$ cat src/uart_params.svh
// build-time constants for the UART core
// include in any file that sizes ports or storage from these values
// the FIFO depth must stay a power of two

`ifndef UART_PARAMS_SVH
`define UART_PARAMS_SVH

// ============================================================
// frame and baud
// ============================================================
`define UART_DATA_W 8      // data bits per frame, 8N1

`define UART_DIV_W 16      // clk cycles per bit fit in this width

// ============================================================
// receive buffer
// ============================================================
// entries held before overrun
`define UART_FIFO_DEPTH 8

`endif
$ cat src/uart_pkg.sv
// shared types for the UART core
// FSM state encodings for the transmitter and receiver, plus the byte type
// modules refer to these by scoped name, e.g. uart_pkg::byte_t

`include "uart_params.svh"

package uart_pkg;

  // ============================================================
  // payload
  // ============================================================
  typedef logic [`UART_DATA_W-1:0] byte_t;  // one frame of data, LSB sent first

  // ============================================================
  // FSM states
  // ============================================================
  // transmitter, one step per baud tick
  typedef enum logic [1:0] {
    TX_IDLE  = 2'd0,  // line held high, waiting for a byte
    TX_START = 2'd1,
    TX_DATA  = 2'd2,  // shifting out data bits
    TX_STOP  = 2'd3
  } tx_state_e;

  // receiver, timed from the start edge
  typedef enum logic [1:0] {
    RX_IDLE  = 2'd0,  // watching for a falling edge
    RX_START = 2'd1,  // half period to mid start bit
    RX_DATA  = 2'd2,
    RX_STOP  = 2'd3
  } rx_state_e;

endpackage

$ cat src/uart_core.sv
// top level of the UART peripheral core
// one shared baud divisor, a transmitter fed by a valid/ready byte port
// and a receiver whose FIFO drains through a second valid/ready port
// en_i low parks both sides idle with the line high

`timescale 1ns/100ps

`include "uart_params.svh"

module uart_core (
  input  logic                   clk_i,
  input  logic                   rst_ni,
  // configuration
  input  logic                   en_i,
  input  logic [`UART_DIV_W-1:0] baud_div_i,  // clk cycles per bit
  // transmit bytes
  input  uart_pkg::byte_t        tx_data_i,
  input  logic                   tx_valid_i,
  output logic                   tx_ready_o,
  // receive bytes
  output uart_pkg::byte_t        rx_data_o,
  output logic                   rx_valid_o,
  input  logic                   rx_ready_i,
  // serial lines
  output logic                   tx_o,
  input  logic                   rx_i,
  // status pulses
  output logic                   frame_err_o,
  output logic                   overrun_o
);

  logic baud_tick;
  logic tx_busy;  // frame in flight, counter runs

  // ============================================================
  // transmit path
  // ============================================================
  uart_baud_gen uart_baud_gen_inst (
    .clk_i     (clk_i),
    .rst_ni    (rst_ni),
    .baud_div_i(baud_div_i),
    .run_i     (tx_busy),
    .tick_o    (baud_tick)
  );

  uart_tx uart_tx_inst (
    .clk_i      (clk_i),
    .rst_ni     (rst_ni),
    .en_i       (en_i),
    .baud_tick_i(baud_tick),
    .data_i     (tx_data_i),
    .valid_i    (tx_valid_i),
    .ready_o    (tx_ready_o),
    .busy_o     (tx_busy),
    .tx_o       (tx_o)
  );

  // receive path, own phase timing
  uart_rx uart_rx_inst (
    .clk_i      (clk_i),
    .rst_ni     (rst_ni),
    .en_i       (en_i),
    .baud_div_i (baud_div_i),
    .rx_i       (rx_i),
    .data_o     (rx_data_o),
    .valid_o    (rx_valid_o),
    .ready_i    (rx_ready_i),
    .frame_err_o(frame_err_o),
    .overrun_o  (overrun_o)
  );

endmodule

$ cat src/uart_rx.sv
// UART receiver, 8N1, with its receive FIFO
// times each bit from the start edge and samples mid-bit; a start bit that
// is high again at mid-bit is dropped as a glitch
// a low stop bit pulses frame_err_o, a byte arriving on a full FIFO
// pulses overrun_o and is lost

`timescale 1ns/100ps

`include "uart_params.svh"

module uart_rx (
  input  logic                   clk_i,
  input  logic                   rst_ni,
  input  logic                   en_i,
  input  logic [`UART_DIV_W-1:0] baud_div_i,
  input  logic                   rx_i,  // async serial line
  output uart_pkg::byte_t        data_o,
  output logic                   valid_o,
  input  logic                   ready_i,
  output logic                   frame_err_o,
  output logic                   overrun_o
);

  localparam int unsigned bit_cnt_w = $clog2(`UART_DATA_W);
  localparam logic [bit_cnt_w-1:0] last_bit = bit_cnt_w'(`UART_DATA_W - 1);

  uart_pkg::rx_state_e     state_q;
  logic [1:0]              sync_q;
  logic                    rx_prev_q;
  logic                    rx_s;
  logic                    start_edge;
  logic [`UART_DIV_W-1:0]  phase_q;
  logic [`UART_DIV_W-1:0]  half_last;
  logic [`UART_DIV_W-1:0]  full_last;
  logic                    data_smp;
  logic                    stop_smp;
  logic [bit_cnt_w-1:0]    bit_cnt_q;
  uart_pkg::byte_t         shift_q;
  logic                    stop_q;
  logic                    done_q;  // cycle after the stop sample
  logic                    fifo_wr;
  logic                    fifo_rd;
  logic                    fifo_full;
  logic                    fifo_empty;

  // ============================================================
  // line sync and edge detect
  // ============================================================
  always_ff @(posedge clk_i) begin
    if (!rst_ni) begin
      sync_q    <= 2'b11;  // idle line is high
      rx_prev_q <= 1'b1;
    end else begin
      sync_q    <= {sync_q[0], rx_i};
      rx_prev_q <= sync_q[1];
    end
  end

  assign rx_s       = sync_q[1];
  assign start_edge = rx_prev_q && !rx_s;

  assign half_last = (baud_div_i >> 1) - 1'b1;  // mid start bit
  assign full_last = baud_div_i - 1'b1;
  assign data_smp  = (state_q == uart_pkg::RX_DATA) && (phase_q == full_last);
  assign stop_smp  = (state_q == uart_pkg::RX_STOP) && (phase_q == full_last);

  // ============================================================
  // FSM
  // ============================================================
  always_ff @(posedge clk_i) begin
    if (!rst_ni) begin
      state_q   <= uart_pkg::RX_IDLE;
      phase_q   <= '0;
      bit_cnt_q <= '0;
      done_q    <= 1'b0;
    end else begin
      done_q  <= 1'b0;
      phase_q <= phase_q + 1'b1;
      if (!en_i) begin
        state_q <= uart_pkg::RX_IDLE;
      end else begin
        case (state_q)
          uart_pkg::RX_IDLE: begin
            phase_q <= '0;
            if (start_edge) state_q <= uart_pkg::RX_START;
          end
          uart_pkg::RX_START: begin
            if (phase_q == half_last) begin
              phase_q   <= '0;
              bit_cnt_q <= '0;
              // high again at mid-bit means a glitch
              state_q   <= rx_s ? uart_pkg::RX_IDLE : uart_pkg::RX_DATA;
            end
          end
          uart_pkg::RX_DATA: begin
            if (data_smp) begin
              phase_q   <= '0;
              bit_cnt_q <= bit_cnt_q + 1'b1;
              if (bit_cnt_q == last_bit) state_q <= uart_pkg::RX_STOP;
            end
          end
          uart_pkg::RX_STOP: begin
            if (stop_smp) begin
              state_q <= uart_pkg::RX_IDLE;
              done_q  <= 1'b1;
            end
          end
          default: state_q <= uart_pkg::RX_IDLE;
        endcase
      end
    end
  end

  // payload
  always_ff @(posedge clk_i) begin
    if (data_smp) shift_q <= {rx_s, shift_q[`UART_DATA_W-1:1]};  // LSB first
    if (stop_smp) stop_q <= rx_s;
  end

  // push or flag one cycle after the stop sample
  assign fifo_wr     = done_q && stop_q && !fifo_full;
  assign frame_err_o = done_q && !stop_q;
  assign overrun_o   = done_q && stop_q && fifo_full;

  assign valid_o = !fifo_empty;
  assign fifo_rd = valid_o && ready_i;

  uart_fifo uart_fifo_inst (
    .clk_i    (clk_i),
    .rst_ni   (rst_ni),
    .wr_en_i  (fifo_wr),
    .wr_data_i(shift_q),
    .rd_en_i  (fifo_rd),
    .rd_data_o(data_o),
    .full_o   (fifo_full),
    .empty_o  (fifo_empty)
  );

  assert property (@(posedge clk_i) disable iff (!rst_ni) !(frame_err_o && overrun_o))
    else $error("frame error and overrun in one cycle");

endmodule

$ cat src/uart_tx.sv
// UART transmitter, 8N1
// takes a byte on the valid/ready port and sends start, 8 data bits LSB
// first, then stop; one FSM step per baud tick
// ready also rises in the last stop-bit cycle so frames can run back to back

`timescale 1ns/100ps

`include "uart_params.svh"

module uart_tx (
  input  logic            clk_i,
  input  logic            rst_ni,
  input  logic            en_i,
  input  logic            baud_tick_i,
  input  uart_pkg::byte_t data_i,
  input  logic            valid_i,
  output logic            ready_o,
  output logic            busy_o,  // keeps the baud counter running
  output logic            tx_o
);

  localparam int unsigned bit_cnt_w = $clog2(`UART_DATA_W);
  localparam logic [bit_cnt_w-1:0] last_bit = bit_cnt_w'(`UART_DATA_W - 1);

  uart_pkg::tx_state_e   state_q;
  uart_pkg::byte_t       shift_q;
  logic [bit_cnt_w-1:0]  bit_cnt_q;
  logic                  tx_q;
  logic                  xfer;

  // ============================================================
  // handshake
  // ============================================================
  assign ready_o = en_i && ((state_q == uart_pkg::TX_IDLE) ||
                            (state_q == uart_pkg::TX_STOP && baud_tick_i));
  assign xfer    = valid_i && ready_o;
  assign busy_o  = (state_q != uart_pkg::TX_IDLE);
  assign tx_o    = tx_q;  // registered line

  // ============================================================
  // FSM and shifter
  // ============================================================
  always_ff @(posedge clk_i) begin
    if (!rst_ni) begin
      state_q   <= uart_pkg::TX_IDLE;
      bit_cnt_q <= '0;
      tx_q      <= 1'b1;
    end else if (!en_i) begin
      state_q <= uart_pkg::TX_IDLE;  // abort any frame
      tx_q    <= 1'b1;
    end else if (xfer) begin
      state_q   <= uart_pkg::TX_START;
      bit_cnt_q <= '0;
      tx_q      <= 1'b0;  // start bit from next cycle
    end else if (baud_tick_i) begin
      case (state_q)
        uart_pkg::TX_START: begin
          state_q <= uart_pkg::TX_DATA;
          tx_q    <= shift_q[0];
        end
        uart_pkg::TX_DATA: begin
          if (bit_cnt_q == last_bit) begin
            state_q <= uart_pkg::TX_STOP;
            tx_q    <= 1'b1;
          end else begin
            bit_cnt_q <= bit_cnt_q + 1'b1;
            tx_q      <= shift_q[1];
          end
        end
        uart_pkg::TX_STOP: state_q <= uart_pkg::TX_IDLE;  // nothing queued
        default:           state_q <= uart_pkg::TX_IDLE;
      endcase
    end
  end

  // payload shift register
  always_ff @(posedge clk_i) begin
    if (xfer) begin
      shift_q <= data_i;
    end else if (baud_tick_i && state_q == uart_pkg::TX_DATA) begin
      shift_q <= shift_q >> 1;  // next bit into [0]
    end
  end

  assert property (@(posedge clk_i) disable iff (!rst_ni)
                   (state_q == uart_pkg::TX_IDLE) |-> tx_o)
    else $error("tx line low while idle");

endmodule

$ cat src/uart_baud_gen.sv
// bit-period timer for the UART transmitter
// emits a one-cycle tick every baud_div_i clocks while run_i is high;
// the count restarts from zero whenever run_i drops

`timescale 1ns/100ps

`include "uart_params.svh"

module uart_baud_gen (
  input  logic                   clk_i,
  input  logic                   rst_ni,
  input  logic [`UART_DIV_W-1:0] baud_div_i,  // at least 4 cycles per bit
  input  logic                   run_i,
  output logic                   tick_o
);

  logic [`UART_DIV_W-1:0] cnt_q;

  // last cycle of the period
  assign tick_o = run_i && (cnt_q == baud_div_i - 1'b1);

  always_ff @(posedge clk_i) begin
    if (!rst_ni) begin
      cnt_q <= '0;
    end else if (!run_i || tick_o) begin
      cnt_q <= '0;  // held while idle and wrapped on tick
    end else begin
      cnt_q <= cnt_q + 1'b1;
    end
  end

endmodule

$ cat src/uart_fifo.sv
// receive byte buffer for the UART core
// circular buffer with first-word-fall-through read: rd_data_o always
// shows the oldest entry, rd_en_i pops it
// writes when full and reads when empty are dropped

`timescale 1ns/100ps

`include "uart_params.svh"

module uart_fifo #(
  parameter int unsigned DEPTH = `UART_FIFO_DEPTH  // power of two
) (
  input  logic            clk_i,
  input  logic            rst_ni,
  input  logic            wr_en_i,
  input  uart_pkg::byte_t wr_data_i,
  input  logic            rd_en_i,
  output uart_pkg::byte_t rd_data_o,
  output logic            full_o,
  output logic            empty_o
);

  localparam int unsigned addr_w = $clog2(DEPTH);

  uart_pkg::byte_t   mem [DEPTH];
  logic [addr_w:0]   wr_ptr_q;  // extra msb is the wrap flag
  logic [addr_w:0]   rd_ptr_q;
  logic              do_wr;
  logic              do_rd;

  // same index, different wrap flag means full
  assign full_o  = (wr_ptr_q[addr_w] != rd_ptr_q[addr_w]) &&
                   (wr_ptr_q[addr_w-1:0] == rd_ptr_q[addr_w-1:0]);
  assign empty_o = (wr_ptr_q == rd_ptr_q);

  assign do_wr = wr_en_i && !full_o;
  assign do_rd = rd_en_i && !empty_o;

  assign rd_data_o = mem[rd_ptr_q[addr_w-1:0]];  // fall-through

  // ============================================================
  // pointers
  // ============================================================
  always_ff @(posedge clk_i) begin
    if (!rst_ni) begin
      wr_ptr_q <= '0;
      rd_ptr_q <= '0;
    end else begin
      if (do_wr) wr_ptr_q <= wr_ptr_q + 1'b1;
      if (do_rd) rd_ptr_q <= rd_ptr_q + 1'b1;
    end
  end

  // storage
  always_ff @(posedge clk_i) begin
    if (do_wr) begin
      mem[wr_ptr_q[addr_w-1:0]] <= wr_data_i;
    end
  end

  // the receiver must check full before pushing
  assert property (@(posedge clk_i) disable iff (!rst_ni) wr_en_i |-> !full_o)
    else $error("fifo write while full");

  // consumer side only pops on valid, i.e. not empty
  assert property (@(posedge clk_i) disable iff (!rst_ni) rd_en_i |-> !empty_o)
    else $error("fifo read while empty");

endmodule

$ cat config.mk
export PLATFORM = sky130hd
export DESIGN_NAME = uart_core
export DESIGN_NICKNAME = d
export VERILOG_FILES = /design/src/uart_pkg.sv /design/src/uart_core.sv /design/src/uart_rx.sv /design/src/uart_tx.sv /design/src/uart_baud_gen.sv /design/src/uart_fifo.sv
export VERILOG_INCLUDE_DIRS = /design/src /design/src/src
export SDC_FILE = /design/constraint.sdc
export NUM_CORES = 1
export LEC_CHECK = 0
export BUFFER_PORTS_ARGS = -buffer_cell sky130_fd_sc_hd__buf_2
export CORE_MARGIN = 2
export CORE_UTILIZATION = 55
export DETAILED_ROUTE_END_ITERATION = 12
export GPL_TIMING_DRIVEN = 1
export PLACE_DENSITY = 0.71
export SYNTH_ARGS = -nofsm -noshare
export SYNTH_HDL_FRONTEND = slang
export SYNTH_SLANG_ARGS = --single-unit
$ cat constraint.sdc
create_clock -name clk_i -period 3.7 [get_ports clk_i]
set_input_delay 0.37 -clock clk_i [delete_from_list [all_inputs] [get_ports clk_i]]
set_output_delay 0.37 -clock clk_i [all_outputs]
set_load 0.02 [all_outputs]
Yosys cells after proc, flatten, opt, wreduce, memory -nomap -nowiden

Memories as Yosys holds them, arrays and structs flattened. A register that Yosys moved wholly into a read port is not among the register bits.
Cells that the tools add are included.

Flip-flop bits (word level): 72
Memories: 1
ROM bits: 0
Bits in latches: 0
Logic and storage cells: 123
Input bits: 30
RAM bits: 64

Eq/ne operators: 22
Shift-type cells: 0
Div/mod/pow operators: 0
Multiply operators: 0
Bitwise logic cells: 2
$add $sub $neg: 8
Order comparisons: 0
Mux-type cells: 33
Reduce and logical (&&, ||, !) cells: 41

Memories:

| memory                          | words | width | rd ports | clocked after memory_dff | wr ports | RTL line        | source |
|---|---|---|---|---|---|---|---|
| uart_rx_inst.uart_fifo_inst.mem | 8     | 8     | 1        | 1                        | 1        | uart_fifo.sv:25 | `uart_pkg::byte_t mem [DEPTH];` |

Operators with widths:

| operator                | count |
|---|---|
| $eq A16 B16 Y1          | 3 |
| $mux W16                | 3 |
| $pmux W16 S3            | 1 |
| $add A16 B1 Y16 const B | 2 |
| $mux W3                 | 8 |
| $logic_and A1 B1 Y1     | 16 |
| $mux W8                 | 2 |
| $sub A15 B1 Y16 const B | 1 |
| $sub A16 B1 Y16 const B | 1 |
| $mux W2                 | 7 |
| $ne A2 B1 Y1 const B    | 6 |
| $reduce_bool A2 Y1      | 5 |
| $add A4 B1 Y4 const B   | 2 |
| $eq A2 B2 Y1 const B    | 4 |
| $mux W1                 | 8 |
| $pmux W2 S4             | 1 |
| $reduce_and A2 Y1       | 4 |
| $reduce_and A4 Y1       | 2 |
| $add A3 B1 Y3 const B   | 2 |
| $eq A3 B3 Y1 const B    | 2 |
| $pmux W3 S2             | 1 |
| $logic_not A1 Y1        | 5 |
| $reduce_and A5 Y1       | 1 |
| $eq A2 B1 Y1 const B    | 2 |
| other kinds (14)        | 17 |

Longest topological paths before layout

Gate-level depths: netlist of run 1.

Word-level depth: 9
Mapped depth: 15
Depth with buffers taken out: 10

Modules after synthesis

Synthesis of run 1 repeated with hierarchy kept, for this count alone.

Cell total of the unflattened synthesis: 692
Area total of the unflattened synthesis: 7847.5 µm²

By module, submodules not included:

| module        | area an instance (µm²) | sequential area each (µm²) | times used | cells each |
|---|---|---|---|---|
| uart_fifo     | 3251.9                 | 2142.1                     | 1          | 176 |
| uart_rx       | 2536.2                 | 770.7                      | 1          | 291 |
| uart_baud_gen | 1281.2                 | 320.3                      | 1          | 163 |
| uart_tx       | 778.2                  | 360.3                      | 1          | 62 |

Worst setup path after synthesis of run 1

No wires, ideal clock.

Kind: in2reg
From: input port baud_div_i[2]
To: register uart_tx_inst.shift_q[0], enable pin
Slack: 0.368 ns
Data arrival time: 2.948 ns
Library setup time: 0.384 ns
Stages on the path: 13
Data required time: 3.316 ns
Path through: buf_4 inv_1 ha_1 buf_2 nor2b_1 and4_1 buf_2 and3_1 a2111oi_0 and4_1 buf_6 a41oi_4 o21ai_0

Longest elaborated chain between the ends: 8
Elaborated cells on any way between the ends: 9
Those cells by class: 1 x add/sub; 1 x eq/ne; 7 x reduce/logical

Ends and longest elaborated chain:

| what                             | RTL line            | source |
|---|---|---|
| start, declared                  | uart_core.sv:15     | `` input logic [`UART_DIV_W-1:0] baud_div_i, `` |
| $sub A16 B1 Y16 (*)              | uart_baud_gen.sv:20 | `assign tick_o = run_i && (cnt_q == baud_div_i - 1'b1);` |
| $eq A16 B16 Y1 (*)               | uart_baud_gen.sv:20 |  |
| $logic_and A1 B1 Y1 (*)          | uart_baud_gen.sv:20 |  |
| $logic_and A1 B1 Y1              | uart_tx.sv:35       | `(state_q == uart_pkg::TX_STOP && baud_tick_i));` |
| $logic_or A1 B1 Y1               | uart_tx.sv:34       | `assign ready_o = en_i && ((state_q == uart_pkg::TX_IDLE) \|\|` |
| $logic_and A1 B1 Y1              | uart_tx.sv:34       |  |
| $logic_and A1 B1 Y1              | uart_tx.sv:36       | `assign xfer = valid_i && ready_o;` |
| $reduce_bool A2 Y1 (no line) (*) | n/a                 |  |
| end signal, assigned             | uart_tx.sv:79       | `shift_q <= data_i;` |
| end signal, assigned             | uart_tx.sv:81       | `shift_q <= shift_q >> 1;` |
| end, declared                    | uart_tx.sv:26       | `uart_pkg::byte_t shift_q;` |

Mark *: on every way between the ends. The rest lies on a longest branch, timed or not.
A chain may end at the register's enable or synchronous reset.

Worst setup path in the final report of run 1

From: input port baud_div_i[3]
To: output port tx_ready_o

Longest elaborated chain between the ends: 6

Ends and longest elaborated chain:

| what                | RTL line            | source |
|---|---|---|
| $sub A16 B1 Y16     | uart_baud_gen.sv:20 |  |
| $eq A16 B16 Y1      | uart_baud_gen.sv:20 |  |
| $logic_and A1 B1 Y1 | uart_baud_gen.sv:20 |  |
| $logic_and A1 B1 Y1 | uart_tx.sv:35       |  |
| $logic_or A1 B1 Y1  | uart_tx.sv:34       |  |
| $logic_and A1 B1 Y1 | uart_tx.sv:34       |  |
| end, declared       | uart_core.sv:19     | `output logic tx_ready_o,` |

No other way between the ends.

==> flow_metrics.py, run 1 <==
metrics = {
    "outcome": {
        "status": "complete, no violations",
    },
    "hold_path": {
        "hold_depth": 2,
        "worstHoldStart": "rx_i",
        "hold_end": "uart_rx_inst.sync_q[0]$_SDFF_PN1_",
        "hold_path.class": "in -> reg",
    },
    "logic_synthesis": {
        "syn-cell-area_um2": 7370,
        "synth_cells": 636,
        "ys_async_sr_fraction_pct": 0,
        "yosys.area_share.xor_xnor_pct": 12.2,
        "yosys.area_share.adder_pct": 2.21,
        "muxShareOfSynthArea_pct": 8.56,
        "syn_avg_cell_area_um2": 11.6,
        "ys.flop_type": "edfxtp_1",
        "synth_compound_area_share_pct": 6.77,
        "synthSimpleGateAreaFrac_pct": 17.6,
        "ys_types": 74,
        "syn-num-nets": 679,
        "yosysSeqAreaShare_pct": 48.8,
        "synth_top_family_by_area": "simple AND/OR/NAND/NOR gates",
        "ys_ff_latch": 139,
        "ys_warn_count": 0,
        "synth_edf_count": 81,
    },
    "worst_setup_path": {
        "slowest_stage": "nor4_2",
        "reg2reg_to": "uart_rx_inst.phase_q[15]$_SDFF_PN0_",
        "reg2regPathDepth": 8,
        "critical_path_class": "in -> out",
        "crit_chain": "buf_2 > nor4_2 > and3_1 > nor2_1 > a2111oi_0 > and4_1 > a41oi_4 > nor2_1 > buf_2",
        "crit_path_max_incr_delay_ns": 0.58,
        "cp.arrival_ns": 2.91,
        "end_kind": "output port",
        "critPathRequiredTime_ns": 3.33,
        "timing.reg2reg.setup_slack_ns": 0.82,
        "worstSetupStartpointType": "primary input",
        "worstPathMaxFanout": 12,
        "r2r-start": "uart_rx_inst.phase_q[4]$_SDFF_PN0_",
    },
    "route": {
        "ant_nets": 0,
        "drt_iter0_markers": 388,
        "num_vias": 5058,
        "routed_via_density": 5.93,
        "drc": 0,
        "wire_per_inst_um": 18.3,
        "routed_wl_mm": 15.6,
        "first_pass_iters": 5,
    },
    "place": {
        "place.gp.congestion": 0.979,
        "pre_cts_ws_ns": 0.177,
        "portBuffers": 42,
        "dpl_cell_area_um2": 7640,
        "dp_hpwl_mm": 11.3,
    },
    "cells_and_area": {
        "syn2layout_area_growth_pct": 11.5,
        "nets": 707,
        "drive_above_1_share_pct": 19.5,
        "diodes": 0,
        "design_area_um2": 8220,
    },
    "sta": {
        "slew_viol_final": 0,
        "layout_setup_ws_ns": 0.419,
        "fin_worst_skew_ns": 0.0134,
        "tightest_slew_ns": 1.03,
        "period_needed_ns": 3.28,
        "rsz0062_at_grt": "false",
        "hold_violations": 0,
        "fmax_mhz": 305,
        "max-slew-margin-rel_pct": 31.3,
        "setup-violations-final": 0,
        "tns_ns": 0,
        "min_period_over_period_pct": 88.7,
    },
    "power": {
        "p_sw_w": 0.000768,
        "switching_share_pct": 22.2,
        "cellInternalPower_w": 0.00270,
        "p_seq_share_pct": 47.2,
        "p_leak_nw": 2.89,
        "p_per_area_nw_per_um2": 421,
        "combPwrFrac_pct": 5.4,
        "p_clk_share_pct": 47.4,
        "vdd_drop_max_mv": 0.295,
    },
    "clock_network": {
        "cts_hold_buf": 0,
        "cts.sinks": 139,
        "cts.clk_slew.worst_paths_ns": 0.06,
        "insertion_delay_ns": 0.42,
        "cts_tree": "yes",
        "cts_setup_buffers": 0,
        "post_cts_resized": 0,
        "cts-htree-levels": 4,
        "root_buffer": "clkbuf_16",
        "cts_buffers": 17,
        "cts_buffer_depth": 2,
    },
    "floorplanning": {
        "ios": 43,
        "dieWidth_um": 120,
        "fp.dieH_um": 120,
        "die-area_um2": 14300,
        "core_um2": 13200,
        "initial_core_util_pct": 55.9,
        "rows": 42,
    },
    "global_route": {
        "gr-total-overflow": 0,
        "first_global_vias": 5033,
        "grt_pass1_wl_mm": 25.4,
        "grt_max_degree": 32,
        "grt_usage_pct": 23.0,
        "antenna_found_initial": 0,
    },
    "run": {
        "maxCapViolations": 0,
    },
}
==> Yosys cell counts (3+ instances only) <==
cell type,count,share of area [%]
a2111oi_0,3,0.36
a211oi_1,16,1.6
a21oi_1,10,0.68
a31oi_1,8,0.68
and2_1,5,0.42
and3_1,15,1.3
and4_1,4,0.48
buf_1,3,0.15
buf_2,9,0.61
buf_6,7,1.1
clkbuf_1,22,1.1
dfxtp_1,58,16
edfxtp_1,81,33
ha_1,13,2.2
inv_1,12,0.61
mux2_2,12,1.8
mux2_4,3,0.61
mux2i_1,9,1.2
mux4_2,16,4.9
nand2_1,29,1.5
nand2b_1,7,0.59
nand3_1,31,2.1
nand3b_1,4,0.41
nand4_1,11,0.93
nand4b_1,3,0.36
nor2_1,57,2.9
nor2b_1,7,0.59
nor3_1,13,0.88
nor3b_1,3,0.31
nor4_1,6,0.51
nor4_2,4,0.68
nor4b_1,3,0.36
o211ai_1,3,0.31
o21ai_0,8,0.54
o31ai_1,3,0.31
xnor2_1,49,5.8
xnor3_1,4,1.2
xor2_1,43,5.1
==> worst max-delay path: cells and delay by family <==
family | cells | cell delay, ns
AND/OR/NAND/NOR | 5 | 1.56
buffers and inverters | 2 | 0.37
AO/OA/AOI/OAI | 2 | 0.59
==> worst max path at each step <==
| stage | slack, ns | end | startpoint | cells after the start |
|---|---|---|---|---|
| final | 0.42 | tx_ready_o | baud_div_i[3] | 9 |
| after global routing | 0.23 | tx_ready_o | baud_div_i[2] | 11 |
| after CTS | 0.48 | tx_ready_o | baud_div_i[2] | 11 |
| after detailed placement | 0.18 | uart_tx_inst.shift_q[0]$_DFFE_PP_ | baud_div_i[2] | 11 |
| after global placement | 0.30 | uart_tx_inst.shift_q[3]$_DFFE_PP_ | baud_div_i[2] | 11 |
| after floorplan | 0.37 | uart_tx_inst.shift_q[0]$_DFFE_PP_ | baud_div_i[2] | 13 |
==> kinds of logic (layout without fill, tap and decap cells) <==
| kind of cell | Yosys count | in the layout |
|---|---|---|
| adder cells (fa/ha/maj) | 13 | 13 |
| AND/OR/NAND/NOR | 224 | 224 |
| buffers and inverters | 56 | 97 |
| flip-flops | 139 | 139 |
| multiplexers | 40 | 40 |
| AO/OA/AOI/OAI | 68 | 68 |
| XOR/XNOR | 96 | 96 |
==> area by class of cell <==
cell class                 count  area [um2]
multi-input combinational    441        3490
fill                        1034        4970
timing repair buffer          53         293
clock inverter                10         105
sequential                   139        3590
clock buffer                  22         475
tap                          176         220
inverter                      12        45.0
==> through the flow <==
stage          power (W)  util [%]  hold WS [ns]  instances
2_1_floorplan    0.00181         -         0.386        636
3_3_place_gp     0.00185      57.9         0.437        821
3_5_place_dp     0.00185      57.9         0.422        821
4_1_cts          0.00349      62.3         0.142        853
5_1_grt          0.00357      62.3         0.149        853
6_report         0.00346      62.3         0.143        853
==> placed cells by master, fill, tap and decap left out, types with 5 or more instances in the layout <==
cell type	count
o21ai_0	8
nor2b_1	7
nand3_1	31
mux4_2	16
xor2_1	43
edfxtp_1	81
mux2_2	12
a31oi_1	8
nor2_1	57
ha_1	13
inv_1	12
xnor2_1	49
clkbuf_16	18
buf_2	42
buf_4	11
nand2_1	29
and3_1	15
a21oi_1	10
nor4_1	6
and2_1	5
nand4_1	11
dfxtp_1	58
inv_6	5
a211oi_1	16
nor3_1	13
mux2i_1	9
nand2b_1	7
==> flip-flops by register name, summed over array words and instances (netlist names), named ones only <==
signal	count
uart_baud_gen_inst.cnt_q	16
uart_rx_inst.bit_cnt_q	3
uart_rx_inst.done_q	1
uart_rx_inst.phase_q	16
uart_rx_inst.rx_prev_q	1
uart_rx_inst.shift_q	8
uart_rx_inst.state_q	1
uart_rx_inst.stop_q	1
uart_rx_inst.sync_q	2
uart_rx_inst.uart_fifo_inst.mem	64
uart_rx_inst.uart_fifo_inst.rd_ptr_q	4
uart_rx_inst.uart_fifo_inst.wr_ptr_q	4
uart_tx_inst.bit_cnt_q	3
uart_tx_inst.shift_q	8
uart_tx_inst.state_q	2
uart_tx_inst.tx_o	1
==> power by group through the flow <==
stage / Clock [W] / Sequential, W / Combinational (W)
final: 0.00164 / 0.00164 / 0.000187
after floorplan: 0 / 0.00167 / 0.000141
after detailed placement: 0 / 0.00167 / 0.000185
after global routing: 0.00173 / 0.00164 / 0.000203
after CTS: 0.00167 / 0.00164 / 0.000185
after global placement: 0 / 0.00167 / 0.000181
==> routing by layer <==
metal / vias to the layer above / track usage (%) / routed length [um]
li1: 2394 / - / -
met1: 2473 / 30.4 / 7000
met2: 167 / 37.0 / 7320
met3: 24 / 6.37 / 1030
met4: 0 / 7.35 / 275
met5: - / 0 / 0
(Power assumes the default switching activity.)
==> run 2, diff against run 1 <==
--- a/config.mk
+++ b/config.mk
@@ -8,10 +8,11 @@
 export LEC_CHECK = 0
 export BUFFER_PORTS_ARGS = -buffer_cell sky130_fd_sc_hd__buf_2
 export CORE_MARGIN = 2
-export CORE_UTILIZATION = 55
+export CORE_UTILIZATION = 60
 export DETAILED_ROUTE_END_ITERATION = 12
 export GPL_TIMING_DRIVEN = 1
-export PLACE_DENSITY = 0.71
+export PLACE_DENSITY = 0.77
+export SKIP_CTS_REPAIR_TIMING = 1
 export SYNTH_ARGS = -nofsm -noshare
 export SYNTH_HDL_FRONTEND = slang
 export SYNTH_SLANG_ARGS = --single-unit
==> run 2 against run 1 <==
Non-clock buffer count shrank 3. Count of clock-buffer cells in the layout grew 2. Final area shrank 0.44%. Worst setup slack gained 0.064 ns. Routed wire length grew 1.2%. Maximum frequency grew 2.0%. Largest cell class unchanged.
==> flow_metrics.py, run 2 (synthesized netlist as in run 1, its figures left out) <==
metrics = {
    "outcome": {
        "status": "complete, no violations",
    },
    "worst_setup_path": {
        "worstPathMaxFanout": 12,
        "worstSetupStartpointType": "primary input",
        "critical_path_class": "in -> out",
        "critPathRequiredTime_ns": 3.33,
        "end_kind": "output port",
        "cp.arrival_ns": 2.85,
    },
    "global_route": {
        "grt_busiest_layer": "met2",
        "grt_usage_pct": 25.6,
        "grt_max_degree": 32,
        "antenna_found_initial": 1,
        "use_met1_pct": 35.6,
        "use_met3_pct": 5.22,
        "grt_pass1_wl_mm": 25.8,
        "gr-total-overflow": 0,
        "first_global_vias": 5006,
        "use_met2_pct": 40.1,
    },
    "floorplanning": {
        "initial_core_util_pct": 61.4,
        "ios": 43,
        "rows": 40,
        "die-area_um2": 13200,
        "core_um2": 12000,
        "dieWidth_um": 115,
        "fp.dieH_um": 115,
    },
    "cells_and_area": {
        "fillCellCount": 908,
        "final_common_cell": "edfxtp_1",
        "layout_common_cells": "edfxtp_1, dfxtp_1, nor2_1",
        "diodes": 0,
        "nets": 704,
        "syn2layout_area_growth_pct": 11.0,
        "layout.cells.non_filler": 821,
        "largest_reg_flops": 64,
        "post-route-util_pct": 68.1,
        "drive_above_1_share_pct": 19.3,
    },
    "route": {
        "ant_nets": 0,
        "routed_via_density": 6.18,
        "routed_wl_mm": 15.8,
        "first_pass_iters": 4,
        "drc": 0,
        "wire_per_inst_um": 19.3,
        "drt_iter0_markers": 403,
        "num_vias": 5071,
    },
    "sta": {
        "slew_viol_final": 0,
        "hold_violations": 0,
        "tns_ns": 0,
        "rsz0062_at_grt": "false",
        "max-slew-margin-rel_pct": 32.5,
        "fin_worst_skew_ns": 0.00731,
        "min_period_over_period_pct": 87.0,
        "fmax_mhz": 311,
        "period_needed_ns": 3.22,
        "setup-violations-final": 0,
        "tightest_slew_ns": 1.01,
    },
    "hold_path": {
        "hold_path.class": "in -> reg",
    },
    "clock_network": {
        "cts-htree-levels": 4,
        "cts_tree": "yes",
        "cts.clk_slew.worst_paths_ns": 0.06,
        "cts.sinks": 139,
        "insertion_delay_ns": 0.41,
        "root_buffer": "clkbuf_16",
        "cts_buffers": 17,
        "cts_buffer_depth": 2,
    },
    "power": {
        "p_clk_share_pct": 47.9,
        "switching_share_pct": 21.9,
        "combPwrFrac_pct": 5.3,
        "p_per_area_nw_per_um2": 427,
        "p_seq_share_pct": 46.8,
        "p_leak_nw": 2.89,
        "p_sw_w": 0.000767,
        "vdd_drop_max_mv": 0.332,
        "cellInternalPower_w": 0.00273,
    },
    "place": {
        "dp_cells": 789,
        "place.gp.congestion": 0.949,
        "dp_hpwl_mm": 11.1,
        "portBuffers": 42,
    },
    "run": {
        "maxCapViolations": 0,
    },
}
## run 2: cell count changes in the layout (fill, tap and decap cells not counted), sizes merged
cell,previous run,this run
clkinvlp,3,2
bufinv,1,0
buf,53,50
clkinv,1,2
inv,17,16
clkbuf,22,24
## run 2: path summary, 6_finish.rpt
path / endpoint / from / cells past startpoint / slack, ns
setup / recovery: tx_ready_o / baud_div_i[3] / 9 / 0.48
hold / removal: uart_rx_inst.sync_q[0]$_SDFF_PN1_ / rx_i / 2 / 0.14
setup reg to reg: uart_rx_inst.phase_q[13]$_SDFF_PN0_ / uart_rx_inst.phase_q[4]$_SDFF_PN0_ / 8 / 0.81
hold reg to reg: uart_rx_inst.sync_q[1]$_SDFF_PN1_ / uart_rx_inst.sync_q[0]$_SDFF_PN1_ / 1 / 0.42
## run 2: power groups by stage
stage	logic [W]	registers (W)	clock network (W)
final	0.000186	0.00164	0.00167
after floorplan	0.000141	0.00167	0
after detailed placement	0.000183	0.00167	0
after global placement	0.000180	0.00167	0
after global routing	0.000204	0.00164	0.00176
after CTS	0.000185	0.00164	0.00170
## run 2: final cells by class
class	instances	area, um2	share of cell area [%]
flip-flops and latches	139	3590	43.9
inverters	12	45.0	0.550
well taps	147	184	2.25
clock inverters	8	67.6	0.826
clock buffers	24	536	6.54
multi-input cells	441	3490	42.6
repair buffers	50	270	3.30
## run 2: per-layer routing
| metal | up-vias | routed length (um) | part of all wire (%) |
|---|---|---|---|
| met1 | 2478 | 6980 | 44 |
| met4 | 0 | 350 | 2.2 |
| li1 | 2395 | - | - |
| met3 | 24 | 972 | 6.1 |
| met5 | - | 0 | 0 |
| met2 | 174 | 7510 | 47 |
## run 2: through the flow
stage / area (um2) / power [W] / hold slack [ns] / setup slack [ns]
after floorplan: 7370 / 0.00181 / 0.386 / 0.368
after global routing: 8180 / 0.00360 / 0.141 / 0.202
after CTS: 8180 / 0.00352 / 0.126 / 0.478
final: 8180 / 0.00350 / 0.139 / 0.483
after global placement: 7580 / 0.00185 / 0.397 / 0.354
after detailed placement: 7580 / 0.00185 / 0.417 / 0.173
## run 2: worst max-delay path: stages
cell and delay, ns:
buf_2 0.19, nor4_2 0.59, and3_1 0.32, nor2_1 0.06, a2111oi_0 0.35, and4_1 0.45
a41oi_4 0.19, nor2_1 0.14, buf_2 0.18
